==> config.mk <==
export PLATFORM = sky130hd
export DESIGN_NAME = rename_top
export DESIGN_NICKNAME = d
export VERILOG_FILES = /design/src/rtl/rename_pkg.sv /design/src/rtl/free_list.sv /design/src/rtl/inst_queue.sv /design/src/rtl/rat.sv /design/src/rtl/rename_dispatch.sv /design/src/rtl/rename_top.sv
export SDC_FILE = /design/constraint.sdc
export NUM_CORES = 2
export LEC_CHECK = 0
export ABC_AREA = 1
export BUFFER_PORTS_ARGS = -buffer_cell sky130_fd_sc_hd__buf_4
export CAP_MARGIN = 20
export CORE_ASPECT_RATIO = 1.2
export CORE_MARGIN = 2
export CORE_UTILIZATION = 25
export DETAILED_ROUTE_END_ITERATION = 6
export PLACE_DENSITY_LB_ADDON = 0.25
export SLEW_MARGIN = 10
export SYNTH_ARGS = -nofsm -noshare
export SYNTH_HDL_FRONTEND = slang
export SYNTH_SLANG_ARGS = --single-unit
==> constraint.sdc <==
create_clock -name clk -period 11.8 [get_ports clk]
set_input_delay 2.36 -clock clk [delete_from_list [all_inputs] [get_ports clk]]
set_output_delay 2.36 -clock clk [all_outputs]
set_load 0.03 [all_outputs]
==> src/rtl/rename_pkg.sv <==
package rename_pkg;

    // Widths and sizes
    localparam int xlen       = 32;
    localparam int arch_regs  = 32;
    localparam int phys_regs  = 64;
    localparam int preg_bits  = 6;
    localparam int iq_depth   = 8;
    localparam int order_bits = 64;

    // RV32 base opcodes
    localparam logic [6:0] op_lui   = 7'b0110111;
    localparam logic [6:0] op_auipc = 7'b0010111;
    localparam logic [6:0] op_jal   = 7'b1101111;
    localparam logic [6:0] op_jalr  = 7'b1100111;
    localparam logic [6:0] op_br    = 7'b1100011;
    localparam logic [6:0] op_load  = 7'b0000011;
    localparam logic [6:0] op_store = 7'b0100011;
    localparam logic [6:0] op_imm   = 7'b0010011;
    localparam logic [6:0] op_reg   = 7'b0110011;

    // M extension
    localparam logic [6:0] funct7_muldiv = 7'b0000001;
    localparam logic [2:0] funct3_mul    = 3'b000;
    localparam logic [2:0] funct3_mulh   = 3'b001;
    localparam logic [2:0] funct3_mulhsu = 3'b010;
    localparam logic [2:0] funct3_mulhu  = 3'b011;
    localparam logic [2:0] funct3_div    = 3'b100;
    localparam logic [2:0] funct3_divu   = 3'b101;
    localparam logic [2:0] funct3_rem    = 3'b110;
    localparam logic [2:0] funct3_remu   = 3'b111;

    // Reservation station class
    typedef enum logic [1:0] {
        cls_alu = 2'd0,
        cls_mul = 2'd1,
        cls_div = 2'd2,
        cls_br  = 2'd3
    } rs_class_e;

    // One instruction word seen through each encoding format
    typedef union packed {
        struct packed {
            logic [6:0] funct7;
            logic [4:0] rs2;
            logic [4:0] rs1;
            logic [2:0] funct3;
            logic [4:0] rd;
            logic [6:0] opcode;
        } r;
        struct packed {
            logic [11:0] imm_11_0;
            logic [4:0]  rs1;
            logic [2:0]  funct3;
            logic [4:0]  rd;
            logic [6:0]  opcode;
        } i;
        struct packed {
            logic [6:0] imm_11_5;
            logic [4:0] rs2;
            logic [4:0] rs1;
            logic [2:0] funct3;
            logic [4:0] imm_4_0;
            logic [6:0] opcode;
        } s;
        struct packed {
            logic [19:0] imm_31_12;
            logic [4:0]  rd;
            logic [6:0]  opcode;
        } u;
    } rv_inst_u;

endpackage

==> src/rtl/free_list.sv <==
module free_list (
    input  logic                            clk,
    input  logic                            rst,
    input  logic                            alloc,
    input  logic                            retire_valid,
    input  logic [rename_pkg::preg_bits-1:0] retire_preg,
    output logic [rename_pkg::preg_bits-1:0] free_preg,
    output logic                            free_empty
);
    import rename_pkg::*;

    // Registers beyond the architectural ones start out free
    localparam int fl_depth = phys_regs - arch_regs;
    localparam int ptr_bits = $clog2(fl_depth);
    localparam int cnt_bits = $clog2(fl_depth + 1);

    logic [preg_bits-1:0] fl_mem [fl_depth];
    logic [ptr_bits-1:0]  rd_ptr;
    logic [ptr_bits-1:0]  wr_ptr;
    logic [cnt_bits-1:0]  count;
    logic                 full;

    assign free_empty = (count == '0);
    assign full       = (count == cnt_bits'(fl_depth));
    assign free_preg  = fl_mem[rd_ptr];

    always_ff @(posedge clk) begin
        if (rst) begin
            // Preload 32..63 in ascending order
            for (int i = 0; i < fl_depth; i++)
                fl_mem[i] <= preg_bits'(arch_regs + i);
            rd_ptr <= '0;
            wr_ptr <= '0;
            count  <= cnt_bits'(fl_depth);
        end else begin
            if (retire_valid) begin
                fl_mem[wr_ptr] <= retire_preg;
                wr_ptr         <= wr_ptr + 1'b1;
            end
            if (alloc)
                rd_ptr <= rd_ptr + 1'b1;
            case ({retire_valid, alloc})
                2'b10:   count <= count + 1'b1;
                2'b01:   count <= count - 1'b1;
                default: count <= count;
            endcase
        end
    end

    a_no_alloc_empty: assert property (@(posedge clk) disable iff (rst) alloc |-> !free_empty)
        else $error("free_list: allocation from an empty list");

    // Retiring more than was handed out would overwrite a free entry
    a_no_retire_full: assert property (@(posedge clk) disable iff (rst)
        retire_valid |-> !full)
        else $error("free_list: retire into a full list");

    a_no_retire_p0: assert property (@(posedge clk) disable iff (rst)
        retire_valid |-> retire_preg != '0)
        else $error("free_list: retire of physical register 0");

endmodule

==> src/rtl/inst_queue.sv <==
module inst_queue (
    input  logic                       clk,
    input  logic                       rst,
    input  logic                       fetch_valid,
    input  logic [rename_pkg::xlen-1:0] fetch_inst,
    input  logic [rename_pkg::xlen-1:0] fetch_pc,
    input  logic                       deq,
    output logic [rename_pkg::xlen-1:0] head_inst,
    output logic [rename_pkg::xlen-1:0] head_pc,
    output logic                       empty
);
    import rename_pkg::*;

    localparam int ptr_bits = $clog2(iq_depth);
    localparam int cnt_bits = $clog2(iq_depth + 1);

    logic [xlen-1:0]     inst_mem [iq_depth];
    logic [xlen-1:0]     pc_mem   [iq_depth];
    logic [ptr_bits-1:0] rd_ptr;
    logic [ptr_bits-1:0] wr_ptr;
    logic [cnt_bits-1:0] count;
    logic                full;

    assign empty     = (count == '0);
    assign full      = (count == cnt_bits'(iq_depth));
    assign head_inst = inst_mem[rd_ptr];
    assign head_pc   = pc_mem[rd_ptr];

    // Storage
    always_ff @(posedge clk) begin
        if (fetch_valid) begin
            inst_mem[wr_ptr] <= fetch_inst;
            pc_mem[wr_ptr]   <= fetch_pc;
        end
    end

    // Pointers and occupancy, enqueue and dequeue may coincide
    always_ff @(posedge clk) begin
        if (rst) begin
            rd_ptr <= '0;
            wr_ptr <= '0;
            count  <= '0;
        end else begin
            if (fetch_valid)
                wr_ptr <= wr_ptr + 1'b1;
            if (deq)
                rd_ptr <= rd_ptr + 1'b1;
            case ({fetch_valid, deq})
                2'b10:   count <= count + 1'b1;
                2'b01:   count <= count - 1'b1;
                default: count <= count;
            endcase
        end
    end

    // Fetch has no back-pressure, so the source must respect capacity
    a_no_fetch_full: assert property (@(posedge clk) disable iff (rst) fetch_valid |-> !full)
        else $error("inst_queue: fetch into a full queue");

    a_no_deq_empty: assert property (@(posedge clk) disable iff (rst) deq |-> !empty)
        else $error("inst_queue: dequeue from an empty queue");

endmodule

==> src/rtl/rat.sv <==
module rat (
    input  logic                            clk,
    input  logic                            rst,
    input  logic [4:0]                      rs1,
    input  logic [4:0]                      rs2,
    output logic [rename_pkg::preg_bits-1:0] ps1,
    output logic [rename_pkg::preg_bits-1:0] ps2,
    input  logic                            map_we,
    input  logic [4:0]                      map_rd,
    input  logic [rename_pkg::preg_bits-1:0] map_pd
);
    import rename_pkg::*;

    logic [preg_bits-1:0] map_q [arch_regs];

    // Asynchronous reads see the table as it stood before this edge
    assign ps1 = map_q[rs1];
    assign ps2 = map_q[rs2];

    always_ff @(posedge clk) begin
        if (rst) begin
            // Identity mapping, r to p r
            for (int i = 0; i < arch_regs; i++)
                map_q[i] <= preg_bits'(i);
        end else if (map_we) begin
            map_q[map_rd] <= map_pd;
        end
    end

    // x0 stays bound to p0 for good
    a_no_map_x0: assert property (@(posedge clk) disable iff (rst)
        map_we |-> map_rd != 5'd0)
        else $error("rat: remap of x0");

endmodule

==> src/rtl/rename_dispatch.sv <==
module rename_dispatch (
    input  logic                             clk,
    input  logic                             rst,
    input  logic [rename_pkg::xlen-1:0]       head_inst,
    input  logic [rename_pkg::xlen-1:0]       head_pc,
    input  logic                             empty,
    output logic                             deq,
    input  logic [rename_pkg::preg_bits-1:0]  free_preg,
    input  logic                             free_empty,
    output logic                             alloc,
    output logic [4:0]                       rs1,
    output logic [4:0]                       rs2,
    input  logic [rename_pkg::preg_bits-1:0]  ps1,
    input  logic [rename_pkg::preg_bits-1:0]  ps2,
    output logic                             map_we,
    output logic [4:0]                       map_rd,
    output logic [rename_pkg::preg_bits-1:0]  map_pd,
    input  logic                             rob_full,
    input  logic                             rs_full_alu,
    input  logic                             rs_full_mul,
    input  logic                             rs_full_div,
    input  logic                             rs_full_br,
    output logic                             dispatch_valid,
    output rename_pkg::rs_class_e            dispatch_class,
    output logic [rename_pkg::xlen-1:0]       dispatch_inst,
    output logic [rename_pkg::xlen-1:0]       dispatch_pc,
    output logic [rename_pkg::xlen-1:0]       dispatch_imm,
    output logic [rename_pkg::order_bits-1:0] dispatch_order,
    output logic [rename_pkg::preg_bits-1:0]  dispatch_pd,
    output logic [rename_pkg::preg_bits-1:0]  dispatch_ps1,
    output logic [rename_pkg::preg_bits-1:0]  dispatch_ps2,
    output logic [4:0]                       dispatch_rd,
    output logic                             dispatch_we
);
    import rename_pkg::*;

    rv_inst_u              inst_u;
    rs_class_e             head_class;
    logic [xlen-1:0]       head_imm;
    logic                  writes_rd;
    logic                  class_full;
    logic                  accept;
    logic [order_bits-1:0] order_q;

    assign inst_u = head_inst;

    // Class rule
    always_comb begin
        head_class = cls_alu;
        if (inst_u.r.opcode == op_reg && inst_u.r.funct7 == funct7_muldiv) begin
            if (inst_u.r.funct3 inside {funct3_mul, funct3_mulh, funct3_mulhsu, funct3_mulhu})
                head_class = cls_mul;
            else if (inst_u.r.funct3 inside {funct3_div, funct3_divu, funct3_rem, funct3_remu})
                head_class = cls_div;
        end else if (inst_u.r.opcode inside {op_jal, op_jalr, op_br}) begin
            head_class = cls_br;
        end
    end

    // Immediate per format, B and J are scattered over the s and u fields
    always_comb begin
        case (inst_u.r.opcode)
            op_load, op_imm, op_jalr:
                head_imm = {{20{inst_u.i.imm_11_0[11]}}, inst_u.i.imm_11_0};
            op_store:
                head_imm = {{20{inst_u.s.imm_11_5[6]}}, inst_u.s.imm_11_5, inst_u.s.imm_4_0};
            op_br:
                head_imm = {{20{inst_u.s.imm_11_5[6]}}, inst_u.s.imm_4_0[0],
                            inst_u.s.imm_11_5[5:0], inst_u.s.imm_4_0[4:1], 1'b0};
            op_lui, op_auipc:
                head_imm = {inst_u.u.imm_31_12, 12'h000};
            op_jal:
                head_imm = {{12{inst_u.u.imm_31_12[19]}}, inst_u.u.imm_31_12[7:0],
                            inst_u.u.imm_31_12[8], inst_u.u.imm_31_12[18:9], 1'b0};
            default:
                head_imm = '0;
        endcase
    end

    assign writes_rd = (inst_u.r.opcode != op_br) && (inst_u.r.opcode != op_store) &&
                       (inst_u.r.rd != 5'd0);

    always_comb begin
        case (head_class)
            cls_mul: class_full = rs_full_mul;
            cls_div: class_full = rs_full_div;
            cls_br:  class_full = rs_full_br;
            default: class_full = rs_full_alu;
        endcase
    end

    // Free list only matters when a register is needed
    assign accept = !empty && !rob_full && !class_full && (!writes_rd || !free_empty);

    assign deq    = accept;
    assign alloc  = accept && writes_rd;
    assign rs1    = inst_u.r.rs1;
    assign rs2    = inst_u.r.rs2;
    assign map_we = alloc;
    assign map_rd = inst_u.r.rd;
    assign map_pd = free_preg;

    always_ff @(posedge clk) begin
        if (rst) begin
            dispatch_valid <= 1'b0;
            order_q        <= '0;
        end else begin
            dispatch_valid <= accept;
            if (accept)
                order_q <= order_q + 1'b1;
        end
    end

    // Payload is captured only on accept
    always_ff @(posedge clk) begin
        if (accept) begin
            dispatch_class <= head_class;
            dispatch_inst  <= head_inst;
            dispatch_pc    <= head_pc;
            dispatch_imm   <= head_imm;
            dispatch_order <= order_q;
            dispatch_pd    <= writes_rd ? free_preg : '0;
            dispatch_ps1   <= ps1;
            dispatch_ps2   <= ps2;
            dispatch_rd    <= inst_u.r.rd;
            dispatch_we    <= writes_rd;
        end
    end

endmodule

==> src/rtl/rename_top.sv <==
module rename_top (
    input  logic                             clk,
    input  logic                             rst,
    input  logic                             fetch_valid,
    input  logic [rename_pkg::xlen-1:0]       fetch_inst,
    input  logic [rename_pkg::xlen-1:0]       fetch_pc,
    input  logic                             retire_valid,
    input  logic [rename_pkg::preg_bits-1:0]  retire_preg,
    input  logic                             rob_full,
    input  logic                             rs_full_alu,
    input  logic                             rs_full_mul,
    input  logic                             rs_full_div,
    input  logic                             rs_full_br,
    output logic                             dispatch_valid,
    output rename_pkg::rs_class_e            dispatch_class,
    output logic [rename_pkg::xlen-1:0]       dispatch_inst,
    output logic [rename_pkg::xlen-1:0]       dispatch_pc,
    output logic [rename_pkg::xlen-1:0]       dispatch_imm,
    output logic [rename_pkg::order_bits-1:0] dispatch_order,
    output logic [rename_pkg::preg_bits-1:0]  dispatch_pd,
    output logic [rename_pkg::preg_bits-1:0]  dispatch_ps1,
    output logic [rename_pkg::preg_bits-1:0]  dispatch_ps2,
    output logic [4:0]                       dispatch_rd,
    output logic                             dispatch_we
);
    import rename_pkg::*;

    // Queue head
    logic [xlen-1:0]      head_inst;
    logic [xlen-1:0]      head_pc;
    logic                 empty;
    logic                 deq;
    // Free list head
    logic [preg_bits-1:0] free_preg;
    logic                 free_empty;
    logic                 alloc;
    // Alias table ports
    logic [4:0]           rs1;
    logic [4:0]           rs2;
    logic [preg_bits-1:0] ps1;
    logic [preg_bits-1:0] ps2;
    logic                 map_we;
    logic [4:0]           map_rd;
    logic [preg_bits-1:0] map_pd;

    inst_queue iq_i (
        .clk, .rst, .fetch_valid, .fetch_inst, .fetch_pc,
        .deq, .head_inst, .head_pc, .empty
    );

    free_list fl_i (
        .clk, .rst, .alloc, .retire_valid, .retire_preg,
        .free_preg, .free_empty
    );

    rat rat_i (
        .clk, .rst, .rs1, .rs2, .ps1, .ps2, .map_we, .map_rd, .map_pd
    );

    rename_dispatch rd_i (
        .clk, .rst, .head_inst, .head_pc, .empty, .deq,
        .free_preg, .free_empty, .alloc,
        .rs1, .rs2, .ps1, .ps2, .map_we, .map_rd, .map_pd,
        .rob_full, .rs_full_alu, .rs_full_mul, .rs_full_div, .rs_full_br,
        .dispatch_valid, .dispatch_class, .dispatch_inst, .dispatch_pc, .dispatch_imm,
        .dispatch_order, .dispatch_pd, .dispatch_ps1, .dispatch_ps2,
        .dispatch_rd, .dispatch_we
    );

endmodule

==> impl_metrics.env <==
export IMPL_synth_area_per_cell_um2=10.6
export IMPL_maxCapViolations=0
export IMPL_wl_per_cell_um=21.1
export IMPL_io_buffers=265
export IMPL_clkSinkCount=1176
export IMPL_syn_inst=4828
export IMPL_yosys_top_cells_area="edfxtp_1 63%, nor2_1 7.2%, nand2_1 5.7%"
export IMPL_vdd_drop_max_v=0.000158
export IMPL_timing_fmax_mhz=189
export IMPL_post_synth_top_count_cell="edfxtp_1"
export IMPL_relSlewSlack_pct=24.4
export IMPL_hold_violations=0
export IMPL_gp_congestion=0.868
export IMPL_hold_path_class="reg2reg"
export IMPL_cts_max_level=4
export IMPL_power_density_nw_per_um2=175
export IMPL_synth_cell_types=46
export IMPL_initial_core_util_pct=25.1
export IMPL_fillers=20810
export IMPL_synth_top_area_cell="edfxtp_1"
export IMPL_io_pins=266
export IMPL_cp_end_kind="flip-flop"
export IMPL_layout_setup_ws_ps=6500
export IMPL_fin_nets=5095
export IMPL_yosys_warnings=0
export IMPL_p_leak_nw=20.4
export IMPL_post_cts_resized=0
export IMPL_tritoncts="done"
export IMPL_synthArstFlopShare_pct=0
export IMPL_synth_commonest_cells="1,077 x edfxtp_1, 972 x nor2_1, 769 x nand2_1"
export IMPL_multi_input_area_um2=14200
export IMPL_drt_pass1_iter_count=5
export IMPL_slew_viol_final=0
export IMPL_rsz0062_at_grt="no"
export IMPL_setup_viol_count_final=0
export IMPL_ys_ff_latch=1176
export IMPL_seqCellArea_um2=34300
export IMPL_cts_buffer_depth=3
export IMPL_crit_type="reg2reg"
export IMPL_root_buffer="clkbuf_16"
export IMPL_status="complete, no violations"
export IMPL_dieArea_um2=208000
export IMPL_routed_wl_um=163000
export IMPL_cts_buffers=131
export IMPL_crit_required_ps=12470
export IMPL_clk_insertion_delay_late_ps=790
export IMPL_vias=36529
export IMPL_grtUsageTotal_pct=15.3
export IMPL_syn2layout_area_growth_pct=17.5
export IMPL_syn_area_um2=51000
export IMPL_finalSetupTns_ps=0
export IMPL_crit_fanout=74
export IMPL_drive_above_1_share_pct=11.3
export IMPL_synth_top_area_share_pct=63.5
export IMPL_ys_flop_type="edfxtp_1"
export IMPL_post_drt_via_cell_ratio=4.71
export IMPL_core_um2=203000
export IMPL_antenna_left=0
export IMPL_place_ws_ps=6420
export IMPL_cts_hold_fix_buffers=0
export IMPL_critPathLaunchType="flip-flop"
export IMPL_power_total_mw=10.5
export IMPL_post_cts_buffers=0
export IMPL_dieWidth_um=416
export IMPL_die_h_um=499
export IMPL_row_count=181
export IMPL_drtIter0Drc=2849
export IMPL_grt_start_max_net_pins=122
export IMPL_grt_pass1_wl_um=239000
export IMPL_final_util_pct=29.6
export IMPL_grt_pass1_vias=35800
export IMPL_worstMarginPinSlew_ps=1130
export IMPL_synth_enable_flop_cells=1077
export IMPL_skew_ps=56.8
export IMPL_fin_crit_ps=5300
export IMPL_drc=0
export IMPL_antenna_found_initial=28
export IMPL_grt_overflow=0
export IMPL_cp_arrival_ps=5970
export IMPL_hpwl_um=101000
export IMPL_path_clk_slew_ps=60
export IMPL_finalCritPeriodShare_pct=44.9
export IMPL_synth_seq_area_share_pct=67.3
[routing by layer]
layer  vias to the layer above  GRT usage [%]  part of all wire (%)
met5                         -              0                 0.092
met4                        24           6.23                   3.8
met3                       326           3.64                   6.3
met2                      1099           26.0                    49
met1                     17938           18.6                    41
li1                      17142              -                     -
[area by class of cell]
type                            instances  share of cell area, %
Tap cell                             2653                   5.54
Antenna cell                            6                 0.0251
Clock inverter                         81                   1.44
Clock buffer                          155                   5.62
Sequential cell                      1176                   57.3
Inverter                              340                   2.16
Multi-Input combinational cell       3026                   23.8
Timing Repair Buffer                  326                   4.11
[sequential cells by signal (all words and copies together), names as in the netlist, 2 cells and up, named ones only]
name	cells
iq_i.inst_mem	256
iq_i.pc_mem	256
fl_i.fl_mem	192
rat_i.map_q	192
rd_i.dispatch_order	64
rd_i.order_q	64
rd_i.dispatch_imm	32
rd_i.dispatch_pc	32
rd_i.dispatch_inst	28
fl_i.count	6
rd_i.dispatch_pd	6
rd_i.dispatch_ps1	6
rd_i.dispatch_ps2	6
fl_i.rd_ptr	5
fl_i.wr_ptr	5
iq_i.count	4
rd_i.dispatch_rd	4
iq_i.rd_ptr	3
iq_i.wr_ptr	3
rd_i.dispatch_class	2
[path summary, 6_finish.rpt]
kind                                    from                    endpoint  slack [ps]  depth (start not counted)
setup / recovery                   flip-flop  fl_i.count[4]$_SDFFE_PP0P_        6500                         26
hold / removal    iq_i.count[0]$_SDFFE_PP0P_  iq_i.count[0]$_SDFFE_PP0P_         460                          1
setup reg to reg                   flip-flop  fl_i.count[4]$_SDFFE_PP0P_        6500                         26
hold reg to reg   iq_i.count[0]$_SDFFE_PP0P_  iq_i.count[0]$_SDFFE_PP0P_         460                          1
[kinds of logic after synthesis]
logic type      count (synthesis)  synth area share (%)
compound gates                875                  10.0
simple gates                 2069                  16.3
flops                        1176                  67.3
fa+ha+maj                      15                 0.383
xor+xnor                       61                  1.05
buf+inv                       631                  4.93
other cells                     1               0.00736
[worst max-delay path, stage by stage, from the launching register on]
cell,delay [ps]
dfxtp_4,500
inv_4,460
buf_4,710
nand2_1,140
nand3_1,120
nand3_1,90
nand2_1,180
nand2_1,80
nor2_2,210
nand2_2,170
nand3_1,140
nand2_1,70
inv_1,60
nand2_1,50
inv_2,90
nand3_2,230
inv_1,230
ha_1,330
xnor2_1,150
inv_1,70
ha_1,170
or2_2,310
a21oi_1,150
o31ai_1,90
xnor2_1,120
o21ai_0,140
inv_1,50
[cell usage in the layout (no fill, tap or decap), types with 32 or more instances in the layout]
cell type	n
buf_4	325
inv_1	309
nand4_1	34
nand2_1	767
a31oi_1	41
clkinv_1	32
clkbuf_16	131
o21ai_0	516
xor2_1	37
o22ai_1	61
nor2_1	962
edfxtp_1	1077
dfxtp_1	94
o221ai_1	128
a21oi_1	83
nand3_1	219
[metrics by stage]
| step | std cells | hold slack (ps) | area [um2] |
|---|---|---|---|
| global route | 7761 | 480 | 59900 |
| global placement | 7520 | 447 | 55600 |
| finish | 7763 | 457 | 59900 |
| detailed placement | 7520 | 451 | 55600 |
| floorplan | 4833 | 422 | 51000 |
| CTS | 7756 | 459 | 59900 |
[power breakdown]
part	switching, mW	internal [mW]
Clock	1.78	2.27
Combinational	1.23	0.405
Sequential	0.0714	4.72
No activity file was read; power rests on OpenSTA's default activity.
